[config.mk]
export PLATFORM = sky130hd
export DESIGN_NAME = dbg_cpu_module
export DESIGN_NICKNAME = d
export VERILOG_FILES = /design/src/hdl/dbg_cpu_pkg.sv /design/src/hdl/dbg_cpu_bus_if.sv /design/src/hdl/dbg_cpu_spr_bridge.sv /design/src/hdl/dbg_cpu_crc32.sv /design/src/hdl/dbg_cpu_status_reg.sv /design/src/hdl/dbg_cpu_burst_ctrl.sv /design/src/hdl/dbg_cpu_module.sv
export VERILOG_INCLUDE_DIRS = /design/src /design/src/hdl
export SDC_FILE = /design/constraint.sdc
export NUM_CORES = 1
export LEC_CHECK = 0
export BUFFER_PORTS_ARGS = -buffer_cell sky130_fd_sc_hd__buf_2
export CAP_MARGIN = 20
export CELL_PAD_IN_SITES_DETAIL_PLACEMENT = 1
export CELL_PAD_IN_SITES_GLOBAL_PLACEMENT = 1
export CORE_AREA = 2 2 150 152
export CTS_BUF_LIST = sky130_fd_sc_hd__clkbuf_2
export DETAILED_ROUTE_END_ITERATION = 16
export DIE_AREA = 0 0 152 154
export PLACE_DENSITY = 0.85
export SLEW_MARGIN = 30
export SYNTH_ARGS = -nofsm -noshare
export SYNTH_HDL_FRONTEND = slang
export SYNTH_SLANG_ARGS = --single-unit
[constraint.sdc]
create_clock -name tck_i -period 14.1 [get_ports tck_i]
set_input_delay 1.41 -clock tck_i [delete_from_list [all_inputs] [get_ports tck_i]]
set_output_delay 1.41 -clock tck_i [all_outputs]
set_load 0.01 [all_outputs]
[src/hdl/dbg_cpu_params.svh]
`ifndef DBG_CPU_PARAMS_SVH
`define DBG_CPU_PARAMS_SVH

// TAP data register layout
`define DBG_DR_W        53
// Top-level flag, 0 means the command is ours
`define DBG_CMD_BIT     52
`define DBG_OP_HI       51
`define DBG_OP_LO       48
`define DBG_ADDR_HI     47
`define DBG_ADDR_LO     16
// Word count sits in bits 15..0
`define DBG_CNT_W       16

// SPR bus word and address width
`define DBG_WORD_W      32
`define DBG_BITCNT_W    6
// Register select lives at the top of the address field
`define DBG_REGSEL_W    1

// Reflected CRC-32 polynomial
`define DBG_CRC_POLY    32'hEDB88320

// Command opcodes
`define DBG_OP_BWRITE32 4'h3
`define DBG_OP_BREAD32  4'h7
`define DBG_OP_IREG_WR  4'h9
`define DBG_OP_IREG_SEL 4'hd

`endif

[src/hdl/dbg_cpu_pkg.sv]
`include "dbg_cpu_params.svh"

package dbg_cpu_pkg;

  // Burst FSM states
  typedef enum logic [3:0] {
    st_idle    = 4'h0,
    st_rbegin  = 4'h1,  // First read strobe
    st_rready  = 4'h2,  // Wait for capture
    st_rstatus = 4'h3,  // Host polls ready bit
    st_rburst  = 4'h4,
    st_rcrc    = 4'h5,
    st_wready  = 4'h6,
    st_wwait   = 4'h7,  // Wait for start bit
    st_wburst  = 4'h8,
    st_wcrc    = 4'h9,
    st_wmatch  = 4'ha   // Match bit on TDO until update
  } dbg_state_e;

  // Opcodes this module acts on
  typedef enum logic [3:0] {
    op_bwrite32 = `DBG_OP_BWRITE32,
    op_bread32  = `DBG_OP_BREAD32,
    op_ireg_wr  = `DBG_OP_IREG_WR,
    op_ireg_sel = `DBG_OP_IREG_SEL
  } dbg_op_e;

endpackage

[src/hdl/dbg_cpu_bus_if.sv]
`timescale 1ns/1ps
`include "dbg_cpu_params.svh"

// Access request from burst control to the SPR bridge
interface dbg_cpu_bus_if;

  logic                   strobe;  // One cycle, always accepted
  logic                   rd_wrn;  // 1 = read
  logic [`DBG_WORD_W-1:0] addr;
  logic [`DBG_WORD_W-1:0] wdata;
  logic [`DBG_WORD_W-1:0] rdata;   // Valid while rdy is high
  logic                   rdy;     // Low from strobe until ack is done

  modport ctrl (
    output strobe,
    output rd_wrn,
    output addr,
    output wdata,
    input  rdata,
    input  rdy
  );

  modport bridge (
    input  strobe,
    input  rd_wrn,
    input  addr,
    input  wdata,
    output rdata,
    output rdy
  );

endinterface

[src/hdl/dbg_cpu_spr_bridge.sv]
`timescale 1ns/1ps
`include "dbg_cpu_params.svh"

module dbg_cpu_spr_bridge (
  input  logic                   tck_i,
  input  logic                   rst_i,
  dbg_cpu_bus_if.bridge          bus_if,
  output logic [`DBG_WORD_W-1:0] cpu_addr_o,
  output logic [`DBG_WORD_W-1:0] cpu_data_o,
  input  logic [`DBG_WORD_W-1:0] cpu_data_i,
  output logic                   cpu_stb_o,
  output logic                   cpu_we_o,
  input  logic                   cpu_ack_i
);

  logic                   stb_q;     // Access in flight on the SPR bus
  logic                   rd_wrn_q;
  logic                   rdy_q;
  logic                   ack_seen;
  logic [`DBG_WORD_W-1:0] addr_q;
  logic [`DBG_WORD_W-1:0] wdata_q;
  logic [`DBG_WORD_W-1:0] rdata_q;

  assign ack_seen = stb_q & cpu_ack_i;

  // Handshake state
  always_ff @(posedge tck_i or posedge rst_i) begin
    if (rst_i) begin
      stb_q    <= 1'b0;
      rd_wrn_q <= 1'b1;
      rdy_q    <= 1'b1;  // Idle bridge reports ready
    end else if (bus_if.strobe) begin
      stb_q    <= 1'b1;  // Bus strobe follows one cycle later
      rd_wrn_q <= bus_if.rd_wrn;
      rdy_q    <= 1'b0;
    end else if (ack_seen) begin
      stb_q <= 1'b0;
      rdy_q <= 1'b1;     // Rises the cycle after ack
    end
  end

  // Request and response payload
  always_ff @(posedge tck_i) begin
    if (bus_if.strobe) begin
      addr_q  <= bus_if.addr;
      wdata_q <= bus_if.wdata;
    end
    if (ack_seen && rd_wrn_q) begin
      rdata_q <= cpu_data_i;  // Read data only on a read ack
    end
  end

  assign cpu_addr_o   = addr_q;
  assign cpu_data_o   = wdata_q;
  assign cpu_stb_o    = stb_q;
  assign cpu_we_o     = stb_q & ~rd_wrn_q;  // Write enable only qualified by strobe
  assign bus_if.rdata = rdata_q;
  assign bus_if.rdy   = rdy_q;

endmodule

[src/hdl/dbg_cpu_crc32.sv]
`timescale 1ns/1ps
`include "dbg_cpu_params.svh"

// Bit-serial reflected CRC-32, also its own output shifter
module dbg_cpu_crc32 (
  input  logic                   tck_i,
  input  logic                   rst_i,
  input  logic                   data_i,
  input  logic                   enable_i,  // Fold one bit in
  input  logic                   shift_i,   // Shift out, LSB first
  input  logic                   clr_i,
  output logic [`DBG_WORD_W-1:0] crc_o,
  output logic                   serial_o
);

  logic [`DBG_WORD_W-1:0] crc_q;
  logic                   feedback;

  assign feedback = crc_q[0] ^ data_i;

  always_ff @(posedge tck_i or posedge rst_i) begin
    if (rst_i) begin
      crc_q <= '1;
    end else if (clr_i) begin
      crc_q <= '1;  // Seed for a new burst
    end else if (enable_i) begin
      crc_q <= {1'b0, crc_q[`DBG_WORD_W-1:1]} ^ (feedback ? `DBG_CRC_POLY : '0);
    end else if (shift_i) begin
      crc_q <= {1'b0, crc_q[`DBG_WORD_W-1:1]};
    end
  end

  // No final inversion
  assign crc_o    = crc_q;
  assign serial_o = crc_q[0];

endmodule

[src/hdl/dbg_cpu_status_reg.sv]
`timescale 1ns/1ps

// CPU stall and reset controls
module dbg_cpu_status_reg (
  input  logic       tck_i,
  input  logic       rst_i,
  input  logic       we_i,
  input  logic [1:0] data_i,      // {reset, stall}
  input  logic       bp_i,        // Breakpoint from the CPU
  output logic [1:0] ctrl_reg_o,
  output logic       cpu_stall_o,
  output logic       cpu_rst_o
);

  logic [1:0] ctrl_q;
  logic       bp_q;
  logic       bp_rise;

  assign bp_rise = bp_i & ~bp_q;

  always_ff @(posedge tck_i or posedge rst_i) begin
    if (rst_i) begin
      ctrl_q <= 2'b00;
      bp_q   <= 1'b0;
    end else begin
      bp_q <= bp_i;
      if (we_i) begin
        ctrl_q <= data_i;
      end
      // Breakpoint wins over a write in the same cycle
      if (bp_rise) begin
        ctrl_q[0] <= 1'b1;
      end
    end
  end

  assign ctrl_reg_o  = ctrl_q;
  assign cpu_stall_o = ctrl_q[0] | bp_i;  // Stall at once, before the bit is set
  assign cpu_rst_o   = ctrl_q[1];

endmodule

[src/hdl/dbg_cpu_burst_ctrl.sv]
`timescale 1ns/1ps
`include "dbg_cpu_params.svh"

module dbg_cpu_burst_ctrl
  import dbg_cpu_pkg::*;
(
  input  logic                   tck_i,
  input  logic                   rst_i,
  input  logic                   tdi_i,
  input  logic                   capture_dr_i,
  input  logic                   shift_dr_i,
  input  logic                   update_dr_i,
  input  logic                   module_select_i,
  input  logic [`DBG_DR_W-1:0]   data_register_i,
  dbg_cpu_bus_if.ctrl            bus_if,
  input  logic [`DBG_WORD_W-1:0] crc_o,
  input  logic                   crc_serial_i,
  output logic                   crc_data_o,
  output logic                   crc_en_o,
  output logic                   crc_shift_o,
  output logic                   crc_clr_o,
  input  logic [1:0]             status_i,
  output logic                   status_we_o,
  output logic                   module_tdo_o,
  output logic                   top_inhibit_o
);

  localparam logic [`DBG_BITCNT_W-1:0] bit_last = `DBG_WORD_W - 1;
  localparam logic [`DBG_BITCNT_W-1:0] bit_crc_end = `DBG_WORD_W;

  dbg_state_e               state_q, state_d;
  dbg_op_e                  op_in, operation_q;
  logic [`DBG_WORD_W-1:0]   addr_q;
  logic [`DBG_WORD_W-1:0]   shift_q;
  logic [`DBG_WORD_W-1:0]   intreg_data;
  logic [`DBG_CNT_W-1:0]    word_cnt_q;
  logic [`DBG_CNT_W-1:0]    word_cnt_dec;
  logic [`DBG_BITCNT_W-1:0] bit_cnt_q;
  logic [`DBG_REGSEL_W-1:0] regsel_q, regsel_in;
  logic                     module_cmd, burst_cmd, intreg_cmd, rd_op;
  logic                     word_zero, bit_max, bit_32, crc_match;
  // FSM outputs
  logic                     addr_ld, addr_inc, op_ld, regsel_ld;
  logic                     bit_en, bit_rst, word_ld, word_dec;
  logic                     out_ld, out_sel_bus, out_shift, strobe;
  logic [1:0]               tdo_sel;  // 0 rdy, 1 shift reg, 2 CRC match, 3 CRC out

  ////////////////////////////////////////////////////////////////////////////
  // Command decode, taken straight from the data register

  assign module_cmd = ~data_register_i[`DBG_CMD_BIT];
  assign op_in      = dbg_op_e'(data_register_i[`DBG_OP_HI:`DBG_OP_LO]);
  assign regsel_in  = data_register_i[`DBG_ADDR_HI -: `DBG_REGSEL_W];
  assign burst_cmd  = module_cmd & (op_in == op_bwrite32 || op_in == op_bread32);
  assign intreg_cmd = module_cmd & (op_in == op_ireg_wr || op_in == op_ireg_sel);
  assign rd_op      = (operation_q == op_bread32);

  assign word_cnt_dec = word_cnt_q - 1'b1;
  assign word_zero    = (word_cnt_q == '0);
  assign bit_max      = (bit_cnt_q == bit_last);
  assign bit_32       = (bit_cnt_q == bit_crc_end);  // All 32 CRC bits are in

  ////////////////////////////////////////////////////////////////////////////
  // Counters and registers

  always_ff @(posedge tck_i or posedge rst_i) begin
    if (rst_i) begin
      state_q     <= st_idle;
      operation_q <= op_bwrite32;
      regsel_q    <= '0;
      bit_cnt_q   <= '0;
      word_cnt_q  <= '0;
    end else begin
      state_q <= state_d;
      if (op_ld) operation_q <= op_in;
      if (regsel_ld) regsel_q <= regsel_in;
      if (bit_rst) begin
        bit_cnt_q <= '0;
      end else if (bit_en) begin
        bit_cnt_q <= bit_cnt_q + 1'b1;
      end
      if (word_ld) begin
        word_cnt_q <= data_register_i[`DBG_CNT_W-1:0];
      end else if (word_dec) begin
        word_cnt_q <= word_cnt_dec;
      end
    end
  end

  // SPR addresses count in words
  always_ff @(posedge tck_i) begin
    if (addr_ld) begin
      addr_q <= data_register_i[`DBG_ADDR_HI:`DBG_ADDR_LO];
    end else if (addr_inc) begin
      addr_q <= addr_q + 1'b1;
    end
  end

  // Only the status register exists, other selects read zero
  assign intreg_data = (regsel_q == '0) ? {{(`DBG_WORD_W-2){1'b0}}, status_i} : '0;

  // Output shift register, load beats shift
  always_ff @(posedge tck_i or posedge rst_i) begin
    if (rst_i) begin
      shift_q <= '0;
    end else if (out_ld) begin
      shift_q <= out_sel_bus ? bus_if.rdata : intreg_data;
    end else if (out_shift) begin
      shift_q <= {1'b0, shift_q[`DBG_WORD_W-1:1]};
    end
  end

  ////////////////////////////////////////////////////////////////////////////
  // Bus request, CRC feed and TDO

  assign bus_if.strobe = strobe;
  assign bus_if.rd_wrn = rd_op;
  assign bus_if.addr   = addr_q;
  // tdi_i is one bit ahead of the data register
  assign bus_if.wdata  = {tdi_i, data_register_i[`DBG_DR_W-1 -: `DBG_WORD_W-1]};

  assign crc_data_o = rd_op ? shift_q[0] : tdi_i;
  assign crc_match  = (data_register_i[`DBG_DR_W-1 -: `DBG_WORD_W] == crc_o);

  always_comb begin
    case (tdo_sel)
      2'd0:    module_tdo_o = bus_if.rdy;
      2'd1:    module_tdo_o = shift_q[0];
      2'd2:    module_tdo_o = crc_match;
      default: module_tdo_o = crc_serial_i;
    endcase
  end

  ////////////////////////////////////////////////////////////////////////////
  // Burst FSM

  always_comb begin
    state_d       = state_q;
    addr_ld       = 1'b0;
    addr_inc      = 1'b0;
    op_ld         = 1'b0;
    regsel_ld     = 1'b0;
    bit_en        = 1'b0;
    bit_rst       = 1'b0;
    word_ld       = 1'b0;
    word_dec      = 1'b0;
    out_ld        = 1'b0;
    out_sel_bus   = 1'b0;
    out_shift     = 1'b0;
    strobe        = 1'b0;
    tdo_sel       = 2'd1;
    crc_en_o      = 1'b0;
    crc_shift_o   = 1'b0;
    crc_clr_o     = 1'b0;
    status_we_o   = 1'b0;
    top_inhibit_o = 1'b0;

    case (state_q)
      st_idle: begin
        // Internal register access stays in idle
        out_shift = module_select_i & shift_dr_i;
        out_ld    = module_select_i & capture_dr_i;
        if (module_select_i && update_dr_i) begin
          regsel_ld   = intreg_cmd;
          status_we_o = intreg_cmd && (op_in == op_ireg_wr) && (regsel_in == '0);
          if (burst_cmd) begin
            state_d   = (op_in == op_bread32) ? st_rbegin : st_wready;
            addr_ld   = 1'b1;
            op_ld     = 1'b1;
            bit_rst   = 1'b1;
            word_ld   = 1'b1;
            crc_clr_o = 1'b1;
          end
        end
      end
      st_rbegin: begin
        if (word_zero) begin
          state_d = st_idle;  // Empty burst
        end else begin
          state_d  = st_rready;
          strobe   = 1'b1;    // Fetch the first word early
          addr_inc = 1'b1;
        end
      end
      st_rready: begin
        if (module_select_i && capture_dr_i) state_d = st_rstatus;
      end
      st_rstatus: begin
        tdo_sel       = 2'd0;
        top_inhibit_o = 1'b1;
        if (update_dr_i) begin
          state_d = st_idle;
        end else if (bus_if.rdy) begin
          state_d     = st_rburst;
          out_ld      = 1'b1;
          out_sel_bus = 1'b1;
          bit_rst     = 1'b1;
          word_dec    = 1'b1;
          strobe      = (word_cnt_dec != '0);
          addr_inc    = (word_cnt_dec != '0);
        end
      end
      st_rburst: begin
        out_shift     = 1'b1;
        bit_en        = 1'b1;
        crc_en_o      = 1'b1;  // CRC sees the bit on TDO
        top_inhibit_o = 1'b1;
        if (update_dr_i) begin
          state_d = st_idle;
        end else if (bit_max && word_zero) begin
          state_d = st_rcrc;
        end else if (bit_max) begin
          // Next word back to back, its fetch is long done
          out_ld      = 1'b1;
          out_sel_bus = 1'b1;
          bit_rst     = 1'b1;
          word_dec    = 1'b1;
          strobe      = (word_cnt_dec != '0);
          addr_inc    = (word_cnt_dec != '0);
        end
      end
      st_rcrc: begin
        tdo_sel       = 2'd3;
        crc_shift_o   = 1'b1;
        top_inhibit_o = 1'b1;
        if (update_dr_i) state_d = st_idle;
      end
      st_wready: begin
        if (word_zero) begin
          state_d = st_idle;
        end else if (module_select_i && capture_dr_i) begin
          state_d = st_wwait;
        end
      end
      st_wwait: begin
        top_inhibit_o = 1'b1;
        if (update_dr_i) begin
          state_d = st_idle;
        end else if (module_select_i && data_register_i[`DBG_DR_W-1]) begin
          state_d  = st_wburst;  // Start bit seen, first data bit on tdi_i
          bit_en   = 1'b1;
          word_dec = 1'b1;
          crc_en_o = 1'b1;
        end
      end
      st_wburst: begin
        bit_en        = 1'b1;
        crc_en_o      = 1'b1;
        top_inhibit_o = 1'b1;
        if (update_dr_i) begin
          state_d = st_idle;
        end else if (bit_max) begin
          bit_rst  = 1'b1;
          strobe   = 1'b1;  // Word complete this cycle
          addr_inc = 1'b1;
          word_dec = 1'b1;
          if (word_zero) state_d = st_wcrc;
        end
      end
      st_wcrc: begin
        bit_en        = 1'b1;
        top_inhibit_o = 1'b1;
        if (update_dr_i) begin
          state_d = st_idle;
        end else if (bit_32) begin
          state_d = st_wmatch;
          tdo_sel = 2'd2;
        end
      end
      st_wmatch: begin
        tdo_sel       = 2'd2;
        top_inhibit_o = 1'b1;
        if (update_dr_i) state_d = st_idle;
      end
      default: state_d = st_idle;
    endcase
  end

endmodule

[src/hdl/dbg_cpu_module.sv]
`timescale 1ns/1ps
`include "dbg_cpu_params.svh"

module dbg_cpu_module (
  input  logic                   tck_i,
  input  logic                   rst_i,
  // TAP side
  input  logic                   capture_dr_i,
  input  logic                   shift_dr_i,
  input  logic                   update_dr_i,
  input  logic                   module_select_i,
  input  logic                   tdi_i,
  input  logic [`DBG_DR_W-1:0]   data_register_i,
  output logic                   module_tdo_o,
  output logic                   top_inhibit_o,
  // SPR bus side
  output logic [`DBG_WORD_W-1:0] cpu_addr_o,
  output logic [`DBG_WORD_W-1:0] cpu_data_o,
  input  logic [`DBG_WORD_W-1:0] cpu_data_i,
  output logic                   cpu_stb_o,
  output logic                   cpu_we_o,
  input  logic                   cpu_ack_i,
  output logic                   cpu_stall_o,
  output logic                   cpu_rst_o,
  input  logic                   cpu_bp_i
);

  logic [`DBG_WORD_W-1:0] crc;
  logic                   crc_serial;
  logic                   crc_data;
  logic                   crc_en;
  logic                   crc_shift;
  logic                   crc_clr;
  logic [1:0]             status;
  logic                   status_we;

  dbg_cpu_bus_if bus_if ();

  ////////////////////////////////////////////////////////////////////////////
  // Control, bus bridge, CRC and status register

  dbg_cpu_burst_ctrl burst_ctrl_i (
    .tck_i           (tck_i),
    .rst_i           (rst_i),
    .tdi_i           (tdi_i),
    .capture_dr_i    (capture_dr_i),
    .shift_dr_i      (shift_dr_i),
    .update_dr_i     (update_dr_i),
    .module_select_i (module_select_i),
    .data_register_i (data_register_i),
    .bus_if          (bus_if.ctrl),
    .crc_o           (crc),
    .crc_serial_i    (crc_serial),
    .crc_data_o      (crc_data),
    .crc_en_o        (crc_en),
    .crc_shift_o     (crc_shift),
    .crc_clr_o       (crc_clr),
    .status_i        (status),
    .status_we_o     (status_we),
    .module_tdo_o    (module_tdo_o),
    .top_inhibit_o   (top_inhibit_o)
  );

  dbg_cpu_spr_bridge spr_bridge_i (
    .tck_i      (tck_i),
    .rst_i      (rst_i),
    .bus_if     (bus_if.bridge),
    .cpu_addr_o (cpu_addr_o),
    .cpu_data_o (cpu_data_o),
    .cpu_data_i (cpu_data_i),
    .cpu_stb_o  (cpu_stb_o),
    .cpu_we_o   (cpu_we_o),
    .cpu_ack_i  (cpu_ack_i)
  );

  dbg_cpu_crc32 crc32_i (
    .tck_i    (tck_i),
    .rst_i    (rst_i),
    .data_i   (crc_data),
    .enable_i (crc_en),
    .shift_i  (crc_shift),
    .clr_i    (crc_clr),
    .crc_o    (crc),
    .serial_o (crc_serial)
  );

  // Stall and reset bits sit just below the register select
  dbg_cpu_status_reg status_reg_i (
    .tck_i       (tck_i),
    .rst_i       (rst_i),
    .we_i        (status_we),
    .data_i      (data_register_i[`DBG_ADDR_HI-`DBG_REGSEL_W -: 2]),
    .bp_i        (cpu_bp_i),
    .ctrl_reg_o  (status),
    .cpu_stall_o (cpu_stall_o),
    .cpu_rst_o   (cpu_rst_o)
  );

endmodule

==> flow_summary.ini <==
[critical_path]
crit_path_top_delay_cell = nor4_1
path_class = in2out
cp.arrival_ns = 3.06
rr_startpoint = burst_ctrl_i.word_cnt_q[0]$_DFFE_PP0P_
path_cells = buf_2, xor2_1, nor4_1, nand4_1, nor2_1, mux2i_1, mux2i_1, buf_2
endpoint_kind = primary output
cp.required_ns = 12.69
cp_max_fo = 3
slowest_delay_ns = 0.51
crit_family = simple AND/OR/NAND/NOR gates
startpoint_type = input port
startpoint = data_register_i[28]
path_buf_inv = 2

[routing]
drc = 0
vias = 8212
finalWirelength_mm = 29.69
wl_per_cell_um = 20.79
routed_via_density = 5.751
drt.antenna.violating_nets = 0
drt_iter0_drc = 579
first_pass_iters = 5

[clock_tree]
tritoncts = yes
clock_latency_ns = 0.88
cts.sink_count = 229
cts_root_buffer = clkbuf_2
cts_resized = 0
ctsHoldBuffers = 0
postCtsSetupBuffers = 0
cts_buffers = 59
clkSlewWorstSetupHoldPaths_ns = 0.09
htreeDepth = 2
clock_path_buffers = 3

[global_route]
grt_pass1_vias = 8819
antenna_found_initial = 4
grt_overflow_total = 0
grt_pass1_wl_mm = 47.87
grt_max_degree = 71
grt_use_total_pct = 25.59

[sta]
maxSlewViolCount = 0
maxSlewHeadroom_pct = 36.90
max_freq_mhz = 223.5
setup-violations-final = 0
min_period_ns = 4.475
timing.final.crit_share_pct = 31.74
final_hold_viol_count = 0
finalClockSkew_ns = 0.08533
tightest_slew_ns = 0.9463
grt_setup_unrepaired = false
setup_tns_ns = 0

[synth]
syn_inst = 911
synth-edff-count = 128
synth.distinct_cells = 71
yosys_most_used_dff = edfxtp_1
yosys-mux-area-fraction_pct = 1.074
avgSynthCellArea_sq_um = 11.76
synth_top_family_by_area = compound AO/OA/AOI/OAI gates
async_flop_share_pct = 44.10
synth-xor-area-share_pct = 7.192
synth-compound-area-share_pct = 14.43
synthSimpleGateAreaFrac_pct = 13.79
ys_seq_elements = 229
synth-seq-area-share_pct = 59.87
netlist_area_sq_um = 10720
syn-num-nets = 1011
synthAdderAreaFrac_pct = 0.7005
ys_warn_count = 0

[floorplanning]
die_y_um = 154
start_util_pct = 49.41
die_x_um = 152
die_area_sq_um = 23410
placementRows = 54
io_pins = 164
core-area_sq_um = 21690

[cells_and_area]
layout_commonest_cell = buf_2
final_cell_mix = buf_2 (163), edfxtp_1 (128), nand2_1 (100)
final_cells = 1428
drive_gt1_share_pct = 30.57
num-nets-final = 1194
area_growth_syn_to_layout_pct = 15.07

[run]
drv_cap = 0

[placement]
place_congestion = 0.8626
dp_cells = 1313
hpwl_mm = 20.61
port_buffers = 163

[pwr]
pwr_density_cell_nw_per_um2 = 196.5
finalPower_uw = 2424
peakVddDrop_mv = 0.09557
p_leak_uw = 0.004829

[outcome]
status = complete, no violations

[min_path]
min_path_type = reg2reg
hp-start = status_reg_i.bp_q$_DFF_PP0_
-- flip-flops by register name, summed over array words and instances (netlist names) --
register,cells
spr_bridge_i.cpu_stb_o,1
crc32_i.crc_o,32
burst_ctrl_i.bus_if.addr,32
spr_bridge_i.cpu_data_o,32
status_reg_i.bp_q,1
status_reg_i.ctrl_reg_o,2
burst_ctrl_i.operation_q,4
burst_ctrl_i.word_cnt_q,16
spr_bridge_i.cpu_addr_o,32
burst_ctrl_i.state_q,4
burst_ctrl_i.bit_cnt_q,6
spr_bridge_i.bus_if.rdy,1
burst_ctrl_i.shift_q,32
spr_bridge_i.bus_if.rdata,32
burst_ctrl_i.regsel_q,1
spr_bridge_i.rd_wrn_q,1
-- power breakdown --
part	switching (uW)	internal [uW]	total, uW
Clock	277	217	494
Combinational	436	331	767
Sequential	186	976	1160
Total	899	1520	2420
-- final timing paths --
check                                                          to  slack, ns  depth (start not counted)
setup / recovery                                     module_tdo_o       9.63                          8
hold / removal             status_reg_i.ctrl_reg_o[0]$_DFFE_PP0P_       0.42                          1
setup reg to reg            spr_bridge_i.cpu_data_o[15]$_DFFE_PP_      10.69                          9
hold reg to reg            status_reg_i.ctrl_reg_o[0]$_DFFE_PP0P_       0.42                          1
max in group asynchronous    burst_ctrl_i.shift_q[13]$_DFFE_PP0P_      12.24                          3
min in group asynchronous  burst_ctrl_i.word_cnt_q[5]$_DFFE_PP0P_       0.59                          2
-- cells in the mapped netlist (7+ instances only) --
master / n / area [sq um]
o21ai_0: 86 / 430.4
a21oi_1: 38 / 190.2
inv_1: 14 / 52.55
o22a_1: 32 / 280.3
dfrtp_1: 65 / 1627
dfstp_2: 36 / 945.9
nor2b_1: 9 / 56.30
mux2i_1: 7 / 70.07
nor2_1: 38 / 142.6
and3_1: 9 / 56.30
buf_2: 13 / 65.06
xor2_1: 60 / 525.5
nor4_1: 12 / 75.07
nand3_1: 29 / 145.1
nand2b_1: 9 / 56.30
a2bb2oi_1: 20 / 175.2
a2bb2oi_2: 10 / 150.1
edfxtp_1: 128 / 3844
nor3_1: 16 / 80.08
nand4_1: 24 / 150.1
clkbuf_1: 29 / 108.9
xnor2_1: 28 / 245.2
nand2_1: 101 / 379.1
-- area by class of cell --
class                           count  area, sq um
Clock buffer                       96        480.5
Antenna cell                        3        7.507
Tap cell                          280        350.3
Multi-Input combinational cell    617         4009
Timing Repair Buffer              173        890.9
Clock inverter                     16        122.6
Inverter                           14        55.05
Fill cell                        2381         9356
Sequential cell                   229         6416
-- metrics by stage --
step,hold slack [ns],area (sq um),setup WS [ns],utilization (%)
global route,0.4266,12330,9.543,56.86
floorplan,0.3996,10720,6.606,-
global placement,0.4055,11710,9.767,54.01
finish,0.4211,12330,9.625,56.86
detailed placement,0.4227,11710,9.651,54.01
CTS,0.4220,12320,9.641,56.79
-- logic make-up (layout without fill, tap and decap cells) --
group                      count (synthesis)  count (layout)
muxes                                     11              11
and+or+nand+nor                          286             286
AOI/OAI and AO/OA                        226             226
other                                      0               3
DFF                                      229             229
buffers and inverters                     65             299
xor gates and xnor gates                  88              88
adders and majority gates                  6               6
-- layer usage --
layer,wire length (um),GRT usage (%),up-vias
met5,7,0,-
met4,959,10.37,2
met1,11970,31.97,4067
met3,1968,5.750,76
li1,-,-,3761
met2,14790,43.35,306
Power figures use the tool's default switching activity.
